$ cat src/logic/conv_pkg.sv
package conv_pkg;

	////////////////////////////////////////////////////////////
	// word and kernel geometry
	////////////////////////////////////////////////////////////

	localparam int DATA_WIDTH      = 16;
	localparam int KERNEL_SIZE     = 3;
	localparam int KERNEL_TAPS     = KERNEL_SIZE * KERNEL_SIZE;
	localparam int HOST_ADDR_WIDTH = 12;  // host bus address.
	localparam int BIAS_DEPTH      = 2;   // bias words per unit.

	// signed two's-complement word, wraps on overflow.
	typedef logic signed [DATA_WIDTH-1:0] data_t;

	// tap index is row * KERNEL_SIZE + column, tap 0 is the oldest pixel.
	typedef data_t [KERNEL_TAPS-1:0] window_t;

	////////////////////////////////////////////////////////////
	// strobes and host port
	////////////////////////////////////////////////////////////

	typedef struct packed {
		logic conv_enable;     // product stage.
		logic accu_enable;     // partial-sum stage.
		logic relu_enable;     // bias and relu stage.
		logic wm_fifo_enable;  // kernel register shift.
	} unit_ctrl_t;

	typedef struct packed {
		data_t                      data;
		logic [HOST_ADDR_WIDTH-1:0] address;
	} host_write_t;

endpackage

$ cat src/logic/bias_memory.sv
`timescale 1ns/1ps

module bias_memory #(
	parameter int NUMBER_OF_UNITS = 2
)(
	input  logic                                      clk,
	input  logic                                      arst_n,
	input  logic [NUMBER_OF_UNITS-1:0]                enable_write,
	input  logic                                      enable_read,
	input  logic [$clog2(conv_pkg::BIAS_DEPTH)-1:0]   address,
	input  conv_pkg::data_t                           data_in,
	output conv_pkg::data_t                           bias [NUMBER_OF_UNITS]
);

	import conv_pkg::*;

	data_t mem [NUMBER_OF_UNITS][BIAS_DEPTH];  // one bank per unit.

	always_ff @(posedge clk) begin
		for (int u = 0; u < NUMBER_OF_UNITS; u++) begin
			if (enable_write[u]) begin
				mem[u][address] <= data_in;
			end
		end
	end

	// every bank reads the same address in the same cycle.
	always_ff @(posedge clk or negedge arst_n) begin
		if (!arst_n) begin
			for (int u = 0; u < NUMBER_OF_UNITS; u++) begin
				bias[u] <= '0;
			end
		end else if (enable_read) begin
			for (int u = 0; u < NUMBER_OF_UNITS; u++) begin
				bias[u] <= mem[u][address];
			end
		end
	end

endmodule

$ cat config.mk
export PLATFORM = sky130hd
export DESIGN_NAME = bias_memory
export DESIGN_NICKNAME = d
export VERILOG_FILES = /design/src/logic/conv_pkg.sv /design/src/logic/bias_memory.sv
export SDC_FILE = /design/constraint.sdc
export NUM_CORES = 1
export LEC_CHECK = 0
export BUFFER_PORTS_ARGS = -buffer_cell sky130_fd_sc_hd__buf_2
export CORE_ASPECT_RATIO = 0.6
export CORE_MARGIN = 5
export CORE_UTILIZATION = 45
export DETAILED_ROUTE_END_ITERATION = 6
export GPL_ROUTABILITY_DRIVEN = 0
export GPL_TIMING_DRIVEN = 0
export HOLD_SLACK_MARGIN = 0.08
export PLACE_DENSITY_LB_ADDON = 0.3
export SKIP_LAST_GASP = 1
export SYNTH_ARGS = -nofsm -noshare
export SYNTH_HDL_FRONTEND = slang
export SYNTH_SLANG_ARGS = --single-unit
$ cat constraint.sdc
create_clock -name clk -period 0.8 [get_ports clk]
set_input_delay 0.16 -clock clk [delete_from_list [all_inputs] [get_ports clk]]
set_output_delay 0.16 -clock clk [all_outputs]
set_load 0.05 [all_outputs]
* Yosys cells after proc, flatten, opt, wreduce, memory -nomap -nowiden
Memory sizes are Yosys's and may differ from the RTL's.
Index checks and enable logic that the tools add are counted.
** Word-level totals
- RAM bits :: 64
- Input port bits :: 22
- Flip-flop bits (word level) :: 32
- Output and inout port bits :: 32
- Word-level logic and storage cells :: 19
- Memories :: 1
** Cells by class
- Order comparisons :: 2
- Reductions and logical operators :: 1
- Bitwise logic cells :: 1
- Multiplexer cells :: 12
** Memory list
- mem :: depth 2, width 32, rd ports 2, clocked after memory_dff 0, write ports 2, RTL line bias_memory.sv:17 : data_t mem [NUMBER_OF_UNITS][BIAS_DEPTH];
** Operators with widths (number)
- $mux 16 :: 7
- $mux 32 :: 2
- $demux 16 s1 :: 1
- $ge 2x2->1 const B :: 1
- $lt 2x1->1 const B :: 1
- $mux 1 :: 2
- $not 1->2 :: 1
- $logic_and 1x1->1 :: 1

* Longest topological paths before layout
- Word-level depth :: 6
- Gate-level depth with buffers :: 4
- Gate-level depth less buffers :: 2

* Worst setup path after synthesis
OpenSTA, ideal clock, no wires.
- Path type :: input -> register
- Start point :: input port address
- End point :: memory mem[0][16] (netlist name), enable pin
- Buffers on the path :: 2
- Library setup time :: 0.390 ns
- Arrival :: 1.193 ns
- Stages on the path :: 3
- Path slack :: -0.783 ns
- Required time :: 0.410 ns
- Cells stage by stage :: buf_6 buf_12 nor2b_1
** RTL lines
- start: declaration :: RTL line bias_memory.sv:10 : input logic [$clog2(conv_pkg::BIAS_DEPTH)-1:0] address,
- end: declaration :: RTL line bias_memory.sv:17

* Worst setup path in the final report
- Start point :: register bias[20] (netlist name)
- End point :: output port bias[20] (netlist name)
** RTL lines
- start: declaration :: RTL line bias_memory.sv:12 : output conv_pkg::data_t bias [NUMBER_OF_UNITS]
- start signal: indexed assignment :: RTL line bias_memory.sv:35 : bias[u] <= mem[u][address];
No word-level cell between the ends.

==> impl_metrics.tcl <==
set metrics [dict create \
    status "finished, violations left" \
    violations "hold timing, setup timing" \
    rrSetupSlack_ns 0 \
    numCtsBuffers 9 \
    globalRouteTotalUtil_pct 15.7 \
    multi_input_area_um2 653 \
    critPathKind "reg2out" \
    setup_viol 32 \
    min_path_type "in2async" \
    ant_nets 0 \
    critPathTopFamily "flip-flops" \
    start_util_pct 46.9 \
    die-area_um2 9580 \
    clk_pin_slew_worst_paths_ns 0.06 \
    syn_to_final_growth_pct 34.8 \
    drt_drc_violations_left 0 \
    tightest_slew_ns 0.791 \
    clock_skew_ns 0.00661 \
    seq_area_um2 2760 \
    diodes 0 \
    cp.arrival_ns 0.94 \
    worst-path-max-fanout 2 \
    io_pins 54 \
    die_width_um 123 \
    post-route-min-period_ns 1.10 \
    fill_cells 535 \
    syn_area_um2 3450 \
    critPathBufInv 1 \
    hold_viol_final 32 \
    synthDistinctLibCells 12 \
    crit_required_ns 0.64 \
    drive_above_1_share_pct 41.1 \
    cts_buffer_depth 2 \
    clkLatencyLatePin_ns 0.34 \
    drtIter0Drc 124 \
    synthCells 207 \
    worst_setup_path_start_kind "flip-flop" \
    synth_nets 229 \
    synth_seq_area_share_pct 78.9 \
    slew_headroom_pct 47.3 \
    clock-root-buffer "clkbuf_16" \
    core_um2 7360 \
    grt_pass1_wl_um 10800 \
    whs_ns -0.0990 \
    cts_sinks 96 \
    grt_max_degree 33 \
    via_per_inst 4.86 \
    grt_antenna_before_repair 0 \
    rsz0062_at_grt "true" \
    cap_violations 0 \
    h-tree-depth 3 \
    ctsHoldBuffers 16 \
    final-max-slew-violation-count 0 \
    vdd_ir_drop_max_uv 1560 \
    finalWorstSetupSlack_ns -0.295 \
    cts_tree "yes" \
    ys_ff_latch 96 \
    dp_hpwl_um 4320 \
    power_leakage_nw 1.84 \
    crit_chain "buf_6" \
    io_buffer_count 51 \
    yosys_warnings 0 \
    overflow 0 \
    critPathSlowestCell "dfrtp_2" \
    finalCritPeriodShare_pct 137 \
    crit_path_max_incr_delay_ns 0.43 \
    drt_wl_total_um 6960 \
    die_y_um 77.8 \
    fin_nets 317 \
    max_freq_ghz 0.913 \
    wl_per_cell_um 17.3 \
    worstSetupEndpointType "output pin" \
    syn_area_per_cell_um2 16.7 \
    grt_pass1_vias 1998 \
    vias 1958 \
    rows 24 \
    firstDrtPassIters 4 \
    pre_cts_slack_ns -0.512 \
    p_per_area_nw_per_um2 2490 \
]
[worst paths after layout]
check                                           from              endpoint  cells past startpoint
worst max-delay path            bias[20]$_DFFE_PN0P_              bias[20]                      1
worst min-delay path                          arst_n  bias[30]$_DFFE_PN0P_                      1
worst max register to register  bias[14]$_DFFE_PN0P_  bias[14]$_DFFE_PN0P_                      3
worst min register to register  bias[29]$_DFFE_PN0P_  bias[29]$_DFFE_PN0P_                      2
max in group asynchronous                     arst_n  bias[17]$_DFFE_PN0P_                      1
min in group clk                         enable_read  bias[31]$_DFFE_PN0P_                      3
[power by group]
part,internal (mW),switching (mW),leakage [nW]
Sequential,5.78,0.200,0.930
Clock,2.05,1.65,0.123
Combinational,0.748,1.17,0.782
[layer usage]
| metal | up-vias | share of wire [%] | global-route usage, % |
|---|---|---|---|
| li1 | 928 | - | - |
| met3 | 9 | 5.9 | 6.54 |
| met4 | 0 | 1.2 | 4.31 |
| met1 | 966 | 47 | 22.2 |
| met5 | - | 0 | 0 |
| met2 | 55 | 46 | 22.3 |
[stage by stage]
step	util (%)	power [mW]	setup TNS, ns	std cells	instance area (µm²)
floorplan	-	7.10	-14.28	207	3520
global placement	53.1	7.53	-30.06	362	3910
detailed placement	53.1	7.57	-32.87	362	3910
CTS	62.4	11.7	-8.96	397	4590
global route	63.3	12.1	-9.66	403	4650
finish	63.3	11.6	-8.42	403	4650
[cell families (layout without fill, tap and decap cells)]
kind of cell    Yosys count  in the layout  share of synthesized area [%]
mux                      32             32                           9.28
buf+inv                  11            103                           3.01
simple gates             36             36                           4.20
flops                    96             96                           78.9
compound gates           32             32                           4.64
[layout by cell type (no fill, tap or decap)]
master          n
edfxtp_1       64
mux2i_1        32
a21oi_1        32
dfrtp_2        32
nor2_1         29
buf_6          29
buf_2          25
dlygate4sd3_1  16
clkbuf_16       9
buf_12          7
buf_4           7
nor2_2          3
buf_8           3
and2_4          2
nor2b_4         2
clkinv_2        2
clkinv_1        2
clkbuf_2        1
clkinvlp_4      1
clkbuf_1        1
[layout make-up]
cell class	count	share of cell area, %
multi-input combinational	100	14.0
buffer	11	2.47
timing repair buffer	77	15.9
tap	104	2.80
sequential	96	59.4
clock inverter	5	0.538
clock buffer	10	4.92
[state kept, by name (all words and copies together), names as in the netlist]
signal,count
mem,64
bias,32
[Yosys cell counts, drive strengths merged]
master | instances | area, µm²
nor2 | 32 | 120
mux2i | 32 | 320
edfxtp | 64 | 1920
buf | 10 | 100
and2 | 2 | 12.5
nor2b | 2 | 12.5
dfrtp | 32 | 801
a21oi | 32 | 160
clkbuf | 1 | 3.75
[timing repair]
item | CTS | global route
endpoints found under the setup margin | 64 | 38
endpoints found under the hold margin | 96 | 32
pin swaps | 0 | 5
cloned | 0 | 0
buffers inserted | 4 | 6
gates resized for setup | 64 | 6
(Power assumes the default switching activity.)
