**src/logic/conv_pkg.sv**
```systemverilog
package conv_pkg;

	////////////////////////////////////////////////////////////
	// word and kernel geometry
	////////////////////////////////////////////////////////////

	localparam int DATA_WIDTH      = 16;
	localparam int KERNEL_SIZE     = 3;
	localparam int KERNEL_TAPS     = KERNEL_SIZE * KERNEL_SIZE;
	localparam int HOST_ADDR_WIDTH = 12;  // host bus address.
	localparam int BIAS_DEPTH      = 2;   // bias words per unit.

	// signed two's-complement word, wraps on overflow.
	typedef logic signed [DATA_WIDTH-1:0] data_t;

	// tap index is row * KERNEL_SIZE + column, tap 0 is the oldest pixel.
	typedef data_t [KERNEL_TAPS-1:0] window_t;

	////////////////////////////////////////////////////////////
	// strobes and host port
	////////////////////////////////////////////////////////////

	typedef struct packed {
		logic conv_enable;     // product stage.
		logic accu_enable;     // partial-sum stage.
		logic relu_enable;     // bias and relu stage.
		logic wm_fifo_enable;  // kernel register shift.
	} unit_ctrl_t;

	typedef struct packed {
		data_t                      data;
		logic [HOST_ADDR_WIDTH-1:0] address;
	} host_write_t;

endpackage

```
**src/logic/window_buffer.sv**
```systemverilog
`timescale 1ns/1ps

module window_buffer #(
	parameter int IFM_SIZE = 6
)(
	input  logic               clk,
	input  logic               arst_n,
	input  logic               fifo_enable,
	input  conv_pkg::data_t    pixel,
	output conv_pkg::window_t  window
);

	import conv_pkg::*;

	// enough history to reach the oldest corner of the window.
	localparam int CHAIN_LEN = (KERNEL_SIZE - 1) * IFM_SIZE + KERNEL_SIZE;

	data_t chain [CHAIN_LEN];  // chain[0] is the newest pixel.

	////////////////////////////////////////////////////////////
	// shift chain
	////////////////////////////////////////////////////////////

	always_ff @(posedge clk or negedge arst_n) begin
		if (!arst_n) begin
			for (int i = 0; i < CHAIN_LEN; i++) begin
				chain[i] <= '0;
			end
		end else if (fifo_enable) begin
			chain[0] <= pixel;
			for (int i = 1; i < CHAIN_LEN; i++) begin
				chain[i] <= chain[i-1];
			end
		end
	end

	////////////////////////////////////////////////////////////
	// window taps
	////////////////////////////////////////////////////////////

	// rows sit IFM_SIZE apart in the chain, columns one apart.
	for (genvar r = 0; r < KERNEL_SIZE; r++) begin : g_row
		for (genvar c = 0; c < KERNEL_SIZE; c++) begin : g_col
			localparam int DEPTH = (KERNEL_SIZE - 1 - r) * IFM_SIZE + (KERNEL_SIZE - 1 - c);
			assign window[r*KERNEL_SIZE + c] = chain[DEPTH];
		end
	end

endmodule

```
**config.mk**
```make
export PLATFORM = sky130hd
export DESIGN_NAME = window_buffer
export DESIGN_NICKNAME = d
export VERILOG_FILES = /design/src/logic/conv_pkg.sv /design/src/logic/window_buffer.sv
export SDC_FILE = /design/constraint.sdc
export NUM_CORES = 1
export LEC_CHECK = 0
export BUFFER_PORTS_ARGS = -buffer_cell sky130_fd_sc_hd__buf_2
export CORE_AREA = 2 2 149 151
export CTS_CLUSTER_DIAMETER = 60
export DETAILED_ROUTE_END_ITERATION = 10
export DIE_AREA = 0 0 151 153
export GPL_TIMING_DRIVEN = 0
export PLACE_DENSITY = 0.76
export SYNTH_ARGS = -nofsm -noshare
export SYNTH_HDL_FRONTEND = slang
export SYNTH_SLANG_ARGS = --single-unit
```
**constraint.sdc**
```tcl
create_clock -name clk -period 0.9 [get_ports clk]
set_clock_uncertainty 0.15 [all_clocks]
set_input_delay 0.18 -clock clk [delete_from_list [all_inputs] [get_ports clk]]
set_output_delay 0.18 -clock clk [all_outputs]
set_load 0.01 [all_outputs]
```
# == Word level (Yosys, flattened, before mapping) ==
# Cells that the tools add are included.
# W data, S select, Z words.
# word_totals
out_inout_bits,144
ramBits,0
n_memories,0
latchBits,0
in_bits,19
register_bits,240
romBits,0
# op_classes
add_sub_neg,0
reduce_logical,0
shift,0
n_div,0
n_bitwise,0
multipliers,0
muxes,0
n_eq_ne,0
order_cmp,0

# == Logic depth before layout (Yosys ltp) ==
# logic_depth
word_depth,0
depth_mapped,4

# == Worst setup path after synthesis ==
# No wires, ideal clock.
# synth_path
path_kind,input -> register
start,in fifo_enable
end,reg chain[144] (netlist bit)
path_stages,4
arrival_ns,0.884
path_buffers,3
slack_ns,-0.260
required_ns,0.625
path_cell_list,buf_6 buf_12 buf_12 mux2_4
# synth_lines
element,line,source
from (decl),window_buffer.sv:8,"input logic fifo_enable,"
"to (signal, indexed assignment)",window_buffer.sv:32,chain[i] <= chain[i-1];
to (decl),window_buffer.sv:18,data_t chain [CHAIN_LEN];
# No word-level cell between the ends.

# == Worst setup path in the final report ==
# layout_path
start,reg chain (netlist bit window[138])
end,out window[138] (netlist bit)
# layout_lines
element,line,source
to (decl),window_buffer.sv:10,output conv_pkg::window_t window
# No word-level cell between the ends.

==> flow_summary_export.csv <==
group,metric,value,unit
sta,setup_viol,380,
flow_run,cap_violations,0,
synthesis,yosysUniqueCellTypes,7,
final_layout,multi_input_area,0.003570,mm²
synthesis,synth_xor_area_share,0,%
clock_network,clkSlewWorstSetupHoldPaths,0.06,ns
outcome,outcome,"finished with violations",
floorplanning,fp.coreArea,0.02149,mm²
floorplanning,initial_core_util,51.25,%
clock_network,holdBufCountCts,16,
setup_path,critPathLaunchType,"register",
placed_design,dp_hpwl,12.37,mm
placed_design,post-place-cells,1094,
floorplanning,die-area,0.02310,mm²
routing,dr_wl_met2,14.64,mm
pwr,ir_drop,1.448,mV
routing,drc_errors,0,
final_layout,diodes,0,
routing,via_per_inst,4.720,
setup_path,required,0.57,ns
placed_design,io_buffers,161,
synthesis,synth_commonest_cells,"240 x dfrtp_1, 200 x mux2_4, 144 x buf_4",
routing,wl_per_cell,20.04,µm
global_route,overflow,0,
setup_path,critical_path_peak_fanout,2,
synthesis,synth_edf_count,0,
floorplanning,die_w,151,µm
routing,routed-via-count,6310,
synthesis,synthArstFlopShare,100.0,%
final_layout,fill_cells,1082,
synthesis,synth_top_family_by_area,"multiplexers",
placed_design,place_congestion,0.7227,
clock_network,ctsRootBufferMaster,"clkbuf_16",
synthesis,synth_mux_area_share,31.36,%
sta,period_needed,1.540,ns
sta,maxSlewViolCount,0,
sta,finalCritPeriodShare,171.2,%
pwr,power,55560,µW
pwr,p_leak,0.008446,µW
clock_network,cts_tree,"built",
clock_network,clk_path_buf_depth,3,
final_layout,nets,1057,
global_route,grt_max_degree,116,
pwr,cellPowerDensity,3307,mW/mm²
synthesis,yosysTopAreaCell,"dfrtp_1",
final_layout,area_delta_synth_final,52.57,%
final_layout,drive_gt1_share,75.40,%
outcome,violations,"hold timing, setup timing",
synthesis,syn_avg_cell_area,16.92,µm²
worst_hold_path,hold_path_class,"in -> async",
setup_path,cp.buffers_inverters,2,
synthesis,synthAdderAreaFrac,0,%
routing,dr.first_iter.drc_count,171,
routing,drtAntennaViolNets,0,
sta,setup-tns-final,-120.82,ns
setup_path,worst_path_most_repeated_cell,"buf_6",
synthesis,ys_ff_latch,240,
floorplanning,rows,54,
synthesis,synth_compound_area_share,0,%
global_route,grt_pass1_vias,6978,
synthesis,synth_flop_cell,"dfrtp_1",
synthesis,yosysSeqAreaShare,54.54,%
setup_path,cpMaxStageDelayCell,"dfrtp_1",
sta,tightest_slew,0.6203,ns
synthesis,syn_nets,670,
final_layout,final_core_util,78.20,%
clock_network,cts_made_buffers,26,
sta,fmax,0.6492,GHz
setup_path,critPathTopFamily,"flip-flops",
synthesis,synth_most_common_cell,"dfrtp_1",
routing,routed_wl,26.79,mm
synthesis,synthSimpleGateAreaFrac,0,%
global_route,grt_usage,21.81,%
routing,drt-pass1-iter-count,4,
synthesis,ys_warn_count,0,
sta,slew_headroom,58.64,%
synthesis,synthCells,651,
setup_path,path_class,"reg -> out",
floorplanning,ios,163,
sta,fin_hold_ws,-0.6066,ns
setup_path,critPathCaptureType,"output port",
synthesis,syn_area,0.01101,mm²
synthesis,synth_area_leaders,"dfrtp_1 55%, mux2_4 27%, buf_4 9.8%",
clock_network,h-tree-depth,1,
global_route,grt_first_pass_wirelength,39.55,mm
setup_path,crit_chain,"buf_6, buf_6",
final_layout,final_cells,1337,
routing,met1_length,10.40,mm
setup_path,worstPathArrival,1.21,ns
synthesis,synth_top_area_share,54.54,%
routing,route.met3.wl,1.170,mm
final_layout,seq_area,0.006006,mm²
floorplanning,dieHeight,153,µm
routing,top_layer_used,"met4",
global_route,antenna_found_initial,0,
sta,rsz0062_at_grt,"true",
sta,fin_ws,-0.6405,ns
clock_network,insertion_delay,0.51,ns
setup_path,cpPeakStageDelay,0.44,ns
clock_network,cts_num_sinks,240,
sta,hold_violations,240,
[through the flow]
step / setup slack, ns / instance area (µm²) / hold WS [ns]
detailed placement: -0.3434 / 12240 / -0.06733
CTS: -0.6349 / 16070 / -0.6083
floorplan: -0.2488 / 11020 / -0.2656
finish: -0.6405 / 16800 / -0.6066
global placement: -4.609 / 12170 / 0.2597
global route: -0.6665 / 16800 / -0.5918
[routing by layer]
metal	up-vias	GRT usage, %
met5	-	0
met4	0	4.228
met3	45	4.358
met2	181	40.39
met1	3232	26.22
li1	2852	-
[power by group]
| part | total, µW | internal (µW) | switching (µW) |
|---|---|---|---|
| clock | 10700 | 6390 | 4310 |
| sequential | 18300 | 14900 | 3490 |
| combinational | 26500 | 19000 | 7570 |
| total | 55600 | 40200 | 15400 |
[layout make-up]
| cell class | instances | share of cell area, % |
|---|---|---|
| buffer | 171 | 12.48 |
| clock buffer | 35 | 4.438 |
| clock inverter | 12 | 0.7075 |
| multi-input combinational | 240 | 21.25 |
| sequential | 240 | 35.75 |
| tap | 280 | 2.085 |
| timing repair buffer | 359 | 23.29 |
[final timing paths]
check                      cells after the start  slack [ns]     endpoint         from
setup reg to reg                               3       -0.30   window[29]   window[29]
min in group clk                               3        0.12    chain[52]  fifo_enable
setup / recovery                               2       -0.64  window[138]  window[138]
max in group asynchronous                      2        0.30   window[77]       arst_n
hold / removal                                 1       -0.61    window[8]       arst_n
hold reg to reg                                1        0.35   chain[174]   chain[190]
[cells in the final DEF, fill, tap and decap left out]
cell and count:
clkinvlp_4 1, clkbuf_8 4, dfrtp_1 240, buf_12 22, clkbuf_1 4, mux2_4 231, buf_16 2, clkbuf_16 27
buf_2 20, buf_4 12, mux2_2 9, buf_6 456, dlygate4sd3_1 16, buf_8 2, inv_8 1, clkinv_2 8
bufinv_16 2
[registers in the layout, summed over array words and instances (netlist names)]
register  flops
window      144
chain        96
[logic make-up (layout without fill, tap and decap cells)]
| logic type | Yosys count | count (layout) |
|---|---|---|
| buf+inv | 171 | 577 |
| flops | 240 | 240 |
| mux | 240 | 240 |
[what timing repair did]
action                                 CTS  global route
endpoints found under the hold margin  256           240
resized for setup                      398           123
setup endpoints to repair              378           384
buffers inserted                       131            84
Power figures use the tool's default switching activity.
