==> src/logic/conv_pkg.sv <==
package conv_pkg;

	////////////////////////////////////////////////////////////
	// word and kernel geometry
	////////////////////////////////////////////////////////////

	localparam int DATA_WIDTH      = 16;
	localparam int KERNEL_SIZE     = 3;
	localparam int KERNEL_TAPS     = KERNEL_SIZE * KERNEL_SIZE;
	localparam int HOST_ADDR_WIDTH = 12;  // host bus address.
	localparam int BIAS_DEPTH      = 2;   // bias words per unit.

	// signed two's-complement word, wraps on overflow.
	typedef logic signed [DATA_WIDTH-1:0] data_t;

	// tap index is row * KERNEL_SIZE + column, tap 0 is the oldest pixel.
	typedef data_t [KERNEL_TAPS-1:0] window_t;

	////////////////////////////////////////////////////////////
	// strobes and host port
	////////////////////////////////////////////////////////////

	typedef struct packed {
		logic conv_enable;     // product stage.
		logic accu_enable;     // partial-sum stage.
		logic relu_enable;     // bias and relu stage.
		logic wm_fifo_enable;  // kernel register shift.
	} unit_ctrl_t;

	typedef struct packed {
		data_t                      data;
		logic [HOST_ADDR_WIDTH-1:0] address;
	} host_write_t;

endpackage

==> src/logic/weight_memory.sv <==
`timescale 1ns/1ps

module weight_memory #(
	parameter int IFM_DEPTH = 2
)(
	input  logic                                                clk,
	input  logic                                                arst_n,
	input  logic                                                enable_write,
	input  logic                                                enable_read,
	input  logic [$clog2(conv_pkg::KERNEL_TAPS*IFM_DEPTH)-1:0] address,
	input  conv_pkg::data_t                                     data_in,
	output conv_pkg::data_t                                     data_out
);

	import conv_pkg::*;

	// one kernel per input channel.
	localparam int DEPTH = KERNEL_TAPS * IFM_DEPTH;

	data_t mem [DEPTH];

	// host write port.
	always_ff @(posedge clk) begin
		if (enable_write) begin
			mem[address] <= data_in;
		end
	end

	// registered read, holds while enable_read is low.
	always_ff @(posedge clk or negedge arst_n) begin
		if (!arst_n) begin
			data_out <= '0;
		end else if (enable_read) begin
			data_out <= mem[address];  // old word on read-during-write.
		end
	end

endmodule

==> src/logic/conv_unit.sv <==
`timescale 1ns/1ps

module conv_unit #(
	parameter int IFM_DEPTH = 2
)(
	input  logic                                                clk,
	input  logic                                                arst_n,
	input  conv_pkg::window_t                                   window,
	input  conv_pkg::unit_ctrl_t                                ctrl,
	input  conv_pkg::data_t                                     host_data,
	input  logic                                                wm_enable_write,
	input  logic                                                wm_enable_read,
	input  logic [$clog2(conv_pkg::KERNEL_TAPS*IFM_DEPTH)-1:0] wm_address,
	input  conv_pkg::data_t                                     bias,
	input  conv_pkg::data_t                                     data_in_from_next,
	output conv_pkg::data_t                                     data_out_for_next
);

	import conv_pkg::*;

	data_t   wm_data;
	window_t kernel;
	data_t   dot;         // combinational dot product.
	data_t   prod_q;
	data_t   accu_q;
	data_t   biased_sum;
	data_t   out_q;

	////////////////////////////////////////////////////////////
	// weight store and kernel register
	////////////////////////////////////////////////////////////

	weight_memory #(
		.IFM_DEPTH(IFM_DEPTH)
	) wm (
		.clk(clk),
		.arst_n(arst_n),
		.enable_write(wm_enable_write),
		.enable_read(wm_enable_read),
		.address(wm_address),
		.data_in(host_data),
		.data_out(wm_data)
	);

	// newest weight enters the top tap, older ones slide toward tap 0.
	always_ff @(posedge clk or negedge arst_n) begin
		if (!arst_n) begin
			kernel <= '0;
		end else if (ctrl.wm_fifo_enable) begin
			kernel <= {wm_data, kernel[KERNEL_TAPS-1:1]};
		end
	end

	////////////////////////////////////////////////////////////
	// compute pipeline
	////////////////////////////////////////////////////////////

	always_comb begin
		dot = '0;
		for (int i = 0; i < KERNEL_TAPS; i++) begin
			dot = dot + window[i] * kernel[i];  // wraps at DATA_WIDTH.
		end
	end

	assign biased_sum = accu_q + bias;

	always_ff @(posedge clk or negedge arst_n) begin
		if (!arst_n) begin
			prod_q <= '0;
		end else if (ctrl.conv_enable) begin
			prod_q <= dot;
		end
	end

	always_ff @(posedge clk or negedge arst_n) begin
		if (!arst_n) begin
			accu_q <= '0;
		end else if (ctrl.accu_enable) begin
			accu_q <= prod_q + data_in_from_next;  // partial sum from neighbour.
		end
	end

	// relu clips negative sums to zero.
	always_ff @(posedge clk or negedge arst_n) begin
		if (!arst_n) begin
			out_q <= '0;
		end else if (ctrl.relu_enable) begin
			out_q <= (biased_sum < 0) ? '0 : biased_sum;
		end
	end

	assign data_out_for_next = out_q;

endmodule

==> config.mk <==
export PLATFORM = sky130hd
export DESIGN_NAME = conv_unit
export DESIGN_NICKNAME = d
export VERILOG_FILES = /design/src/logic/conv_pkg.sv /design/src/logic/weight_memory.sv /design/src/logic/conv_unit.sv
export SDC_FILE = /design/constraint.sdc
export NUM_CORES = 2
export LEC_CHECK = 0
export ABC_AREA = 1
export ABC_CLOCK_PERIOD_IN_PS = 21000
export BUFFER_PORTS_ARGS = -buffer_cell sky130_fd_sc_hd__buf_2
export CORE_AREA = 8 8 328 330
export CTS_CLUSTER_DIAMETER = 100
export CTS_CLUSTER_SIZE = 12
export DETAILED_ROUTE_END_ITERATION = 6
export DIE_AREA = 0 0 336 338
export GPL_ROUTABILITY_DRIVEN = 0
export GPL_TIMING_DRIVEN = 0
export PLACE_DENSITY = 0.77
export SLEW_MARGIN = 40
export SYNTH_ARGS = -nofsm -noshare
export SYNTH_HDL_FRONTEND = slang
export SYNTH_HIERARCHICAL = 1
export SYNTH_SLANG_ARGS = --single-unit
==> constraint.sdc <==
create_clock -name clk -period 21 [get_ports clk]
set_input_delay 1.05 -clock clk [delete_from_list [all_inputs] [get_ports clk]]
set_output_delay 1.05 -clock clk [all_outputs]
set_load 0.05 [all_outputs]
# [After elaboration in Yosys (flattened, before gate mapping)]
# Memory sizes are Yosys's and may differ from the RTL's. A register that Yosys moved wholly into a read port is not among the register bits.
# Cells that the tools add are included.
[totals] memories=1 word_cells=37 mem_bits_rw=288 ff_bits=192 out_inout_bits=16 in_bits=205
[mem_list] name="wm.mem" words=18 word_bits=16 rd=1 rd_ports_with_merged_regs=1 write_ports=1 line_no="weight_memory.sv:20" text="data_t mem [DEPTH];"
[op_classes] mul=9 reduce_logical=1 muxes=3 addsub=10 magnitude_cmp=1
[ops] cell="$add 16x16->16" count=10
[ops] cell="$mul 16x16->16" count=9
[ops] cell="$lt 16x1->1 const B" count=1
[ops] cell="$mux 16" count=1
[ops] cell="$mux 1" count=2
[ops] cell="$logic_not 1->1" count=1

# [Depth between registers and ports, before layout]
[logic_depth] depth_word=9 ltp_mapped=44 ltp_nobuf=42

# [Hierarchy]
# The synthesis kept the hierarchy.
[by_module_without_submodules] mod="conv_unit" area_per_inst_um2=48619.1 cells_each=6395 seq_area_each_um2=4779.6 n_inst=1
[by_module_without_submodules] mod="weight_memory" area_per_inst_um2=12400.6 cells_each=1118 seq_area_each_um2=9048.7 n_inst=1

# [Worst setup path after synthesis]
# No wires, ideal clock.
[synth_path] kind="input port to flip-flop" startpoint="in window[4] (netlist name)" endpoint="reg prod_q[15]" required_time_ns=20.884 setup_time_ns=0.116 t_arrival_ns=8.807 n_path_buf=1 setup_slack_ns=12.076 path_stages=34 path_cell_list="clkbuf_1 > nand2_1 > fa_1 > inv_1 > fa_1 > inv_1 > fa_1 > fa_1 > inv_1 > fa_1 > fa_1 > fa_1 > inv_1 > fa_1 > inv_1 > fa_1 > fa_1 > fa_1 > inv_1 > fa_1 > inv_1 > ha_1 > a21oi_1 > o21ai_0 > nand2_1 > o211ai_1 > a31oi_1 > nand3_1 > nand2_1 > inv_1 > nand3_1 > nand2_1 > nand2_1 > nand2_1"
[synth_between] elab_chain_len=9
[synth_lines] item="start: declaration" line_no="conv_unit.sv:8" text="input conv_pkg::window_t window,"
[synth_lines] item="$mul 16x16->16" line_no="conv_unit.sv:61" text="dot = dot + window[i] * kernel[i];"
[synth_lines] item="$add 16x16->16 (8 in a row)" line_no="conv_unit.sv:61"
[synth_lines] item="end signal: assignment" line_no="conv_unit.sv:71" text="prod_q <= dot;"
[synth_lines] item="end: declaration" line_no="conv_unit.sv:24" text="data_t prod_q;"
# No other way between the ends.
# A chain may end at the register's enable or synchronous reset.

# [Worst setup path in the final report]
[layout_path] startpoint="reg kernel[99] (netlist name)" endpoint="reg prod_q[15]"
[layout_between] elab_chain_len=4
[layout_lines] item="start: declaration" line_no="conv_unit.sv:22" text="window_t kernel;"
[layout_lines] item="start signal: assignment" line_no="conv_unit.sv:50" text="kernel <= {wm_data, kernel[KERNEL_TAPS-1:1]};"
[layout_lines] item="$mul 16x16->16" line_no="conv_unit.sv:61"
[layout_lines] item="$add 16x16->16 (3 in a row)" line_no="conv_unit.sv:61"
# No other way between the ends.

==> results by group <==
GRT
  – Global-route wire length before repair: around 270000 um
  – Vias in the first global route: 50300
  – GR Overflow Total: 0
  – Pin count of the biggest net entering global routing: 71
  – GR Util All Layers: a little under a third
  – Initial antenna violation count: 17

Die
  – Die area: 0.114 mm^2
  – Height of the die: between 300 and 400 um
  – Ports: around 220
  – Core ar.: slightly above 0.1 mm^2
  – Initial core utilization: between 50% and 60%
  – Width of the die: about 340 um
  – Num rows: approximately 120

Detailed routing
  – First-pass iteration count of the detailed router: 7
  – Routed WL: ~170000 um
  – Top Metal Used: met5
  – DR DRC count: 6
  – Final ANT Viol Nets: 0
  – Routed wl met2: between 70000 and 80000 um
  – WL met3: slightly below 20000 um
  – DR vias: slightly below 50000
  – Via density: between 5 and 6
  – Met1 WL: 65600 um
  – Avg WL per Cell: around 19 um
  – DRT iter0 DRCs: approximately 4600

Synthesis
  – Yosys cell types: 44
  – Mux cell area share after synthesis: 0.277%
  – Seq cells post-synth: slightly below 500
  – Synth Net Count: a little over 9000
  – Post-Synth XOR/XNOR Area: 2.02%
  – Top FF cell, synth: edfxtp_1
  – Number of synthesized flops with an enable pin: 288
  – Register area share after synthesis: between 20 and 25%
  – Post-Synth Adder-Cell Area: roughly two fifths
  – Yosys warns: 6
  – Avg Cell Area, Syn: just over 8 um^2
  – Synth Area in Compound Gates: approximately 2.3%
  – Synth Area in Simple Gates: a little under a fifth
  – Largest family of logic cells by synthesized area: adder cells
  – Synthesized cell area: roughly 0.061 mm^2
  – Share of flip-flops with an asynchronous set or reset: between 40% and 50%
  – Synthesized instance count: around 7500

Critical path
  – Max stage delay on crit path: approximately 0.64 ns
  – Data required time of the critical path: ~22 ns
  – Worst setup EP type: register
  – RR Endpoint: prod_q[15]
  – CP delay by family, top: adder cells
  – Max FO, Critical Path: 10
  – Crit path DAT: between 10 and 15 ns
  – Worst reg2reg path depth: 31
  – RR Startpoint: kernel[99]
  – Worst path buffer plus inverter count: 8
  – Worst Setup Start Kind: register
  – R2R setup slack: approximately 11 ns
  – Crit. Startpoint: kernel[99]
  – Critical path type: reg -> reg
  – CP dominant cell by count: fa_1
  – Slowest stage cell on the critical path: fa_1

Status
  – Failing checks: DRC
  – Status: complete, but fails checks

Placement
  – DPL Wire Length: about 140000 um
  – Placed cell count: 9088
  – Port bufs: around 180
  – Placed cell area: 0.0641 mm^2

STA
  – Worst Skew: between 0.06 and 0.07 ns
  – Fin crit share: 47.7%
  – Fmax: about 100 MHz
  – Final setup fails: 0
  – Final hold violation count: 0
  – RSZ-0062 raised after global routing: no
  – Post-layout minimum cycle time: around 10 ns
  – Fin Setup TNS: 0 ns
  – Worst rel slew slack: a little under half
  – Actual slew at the worst max-slew pin: ~0.8 ns
  – Final Slew Violations: 0

CTS
  – Worst-path clk slew: roughly 0.070 ns
  – Bufs on Longest Clock Path: 3
  – Later-pin clock latency in the skew report: approximately 0.64 ns
  – CTS Buf Count: 50
  – # hold bufs at CTS: 0
  – CTS tree: yes
  – TritonCTS Sinks: 495
  – Clk root buf: clkbuf_16
  – PostCTS Resize Cnt: 0
  – Post-CTS Setup Bufs: 0
  – H-tree Lvls: 2

Cells and area
  – Commonest non-fill, non-tap cell in the layout: nand2_1
  – Nets: 9337
  – Fin area: 0.0656 mm^2
  – Commonest cells after routing, fill and taps aside: nand2_1 (2405), inv_1 (2016), fa_1 (912)
  – Fin cells: between 9000 and 10000
  – Area growth from synthesis to layout: 7.52%
  – Share of cells above drive strength 1: roughly 5.8%

Hold path
  – HP Class: in -> async

Run
  – Max Cap Viol: 0
[area by class of cell]
cell class | count | area, um^2
tap | 1380 | 1730
inverter | 2028 | 7610
multi-input combinational | 4678 | 38300
clock buffer | 65 | 1330
buffer | 312 | 1400
fill | 8334 | 37000
antenna | 15 | 37.5
sequential | 495 | 13800
timing repair buffer | 195 | 1230
clock inverter | 8 | 129
[cells in the mapped netlist (15+ instances only)]
cell | instances | area, um^2
xnor2_1 | 70 | 613
ha_1 | 460 | 5760
nand4_1 | 22 | 138
inv_1 | 2016 | 7570
nor2_1 | 173 | 649
fa_1 | 912 | 18300
nand2_1 | 2405 | 9030
edfxtp_1 | 288 | 8650
mux2_2 | 15 | 169
dfrtp_1 | 207 | 5180
nand3b_1 | 26 | 195
nand3_1 | 225 | 1130
clkbuf_1 | 170 | 638
o21ai_0 | 119 | 596
a21oi_1 | 117 | 586
xor2_1 | 69 | 604
buf_2 | 105 | 526
[logic make-up (layout without fill, tap and decap cells)]
| logic type | count (synthesis) | count (layout) |
|---|---|---|
| compound gates | 265 | 265 |
| xor+xnor | 140 | 140 |
| fa+ha+maj | 1372 | 1372 |
| buf+inv | 2340 | 2608 |
| flops | 495 | 495 |
| mux | 15 | 15 |
| other cells | 1 | 16 |
| simple gates | 2885 | 2885 |
[routing by layer]
layer,global-route usage [%],vias to the layer above
met5,0,-
met4,12.8,8
met3,7.16,467
met2,49.7,2497
met1,40.4,24000
li1,-,22200
[flip-flops by register name, summed over array words and instances, names as in the netlist]
| signal | flops |
|---|---|
| wm/mem | 288 |
| kernel | 144 |
| accu_q | 16 |
| prod_q | 16 |
| wm/data_out | 16 |
| data_out_for_next | 15 |
[worst max-delay path by stage]
stage,endpoint,slack [ns],cells past startpoint
6_report,prod_q[15],10.99,31
3_3_place_gp,prod_q[15],10.73,29
4_1_cts,prod_q[15],11.15,31
2_1_floorplan,prod_q[15],12.08,34
3_5_place_dp,prod_q[15],10.71,29
5_1_grt,prod_q[15],10.73,31
[metrics by stage]
| step | utilization (%) | setup slack [ns] | hold slack [ns] |
|---|---|---|---|
| floorplan | - | 12.08 | 0.446 |
| global placement | 62.0 | 10.73 | 0.461 |
| detailed placement | 62.5 | 10.71 | 0.466 |
| CTS | 63.9 | 11.15 | 0.216 |
| global route | 63.9 | 10.73 | 0.227 |
| finish | 63.9 | 10.99 | 0.232 |
Power is left out: the tool's default activity adds up to more than one toggle a clock period on the data nets, which glitch-free logic cannot reach.
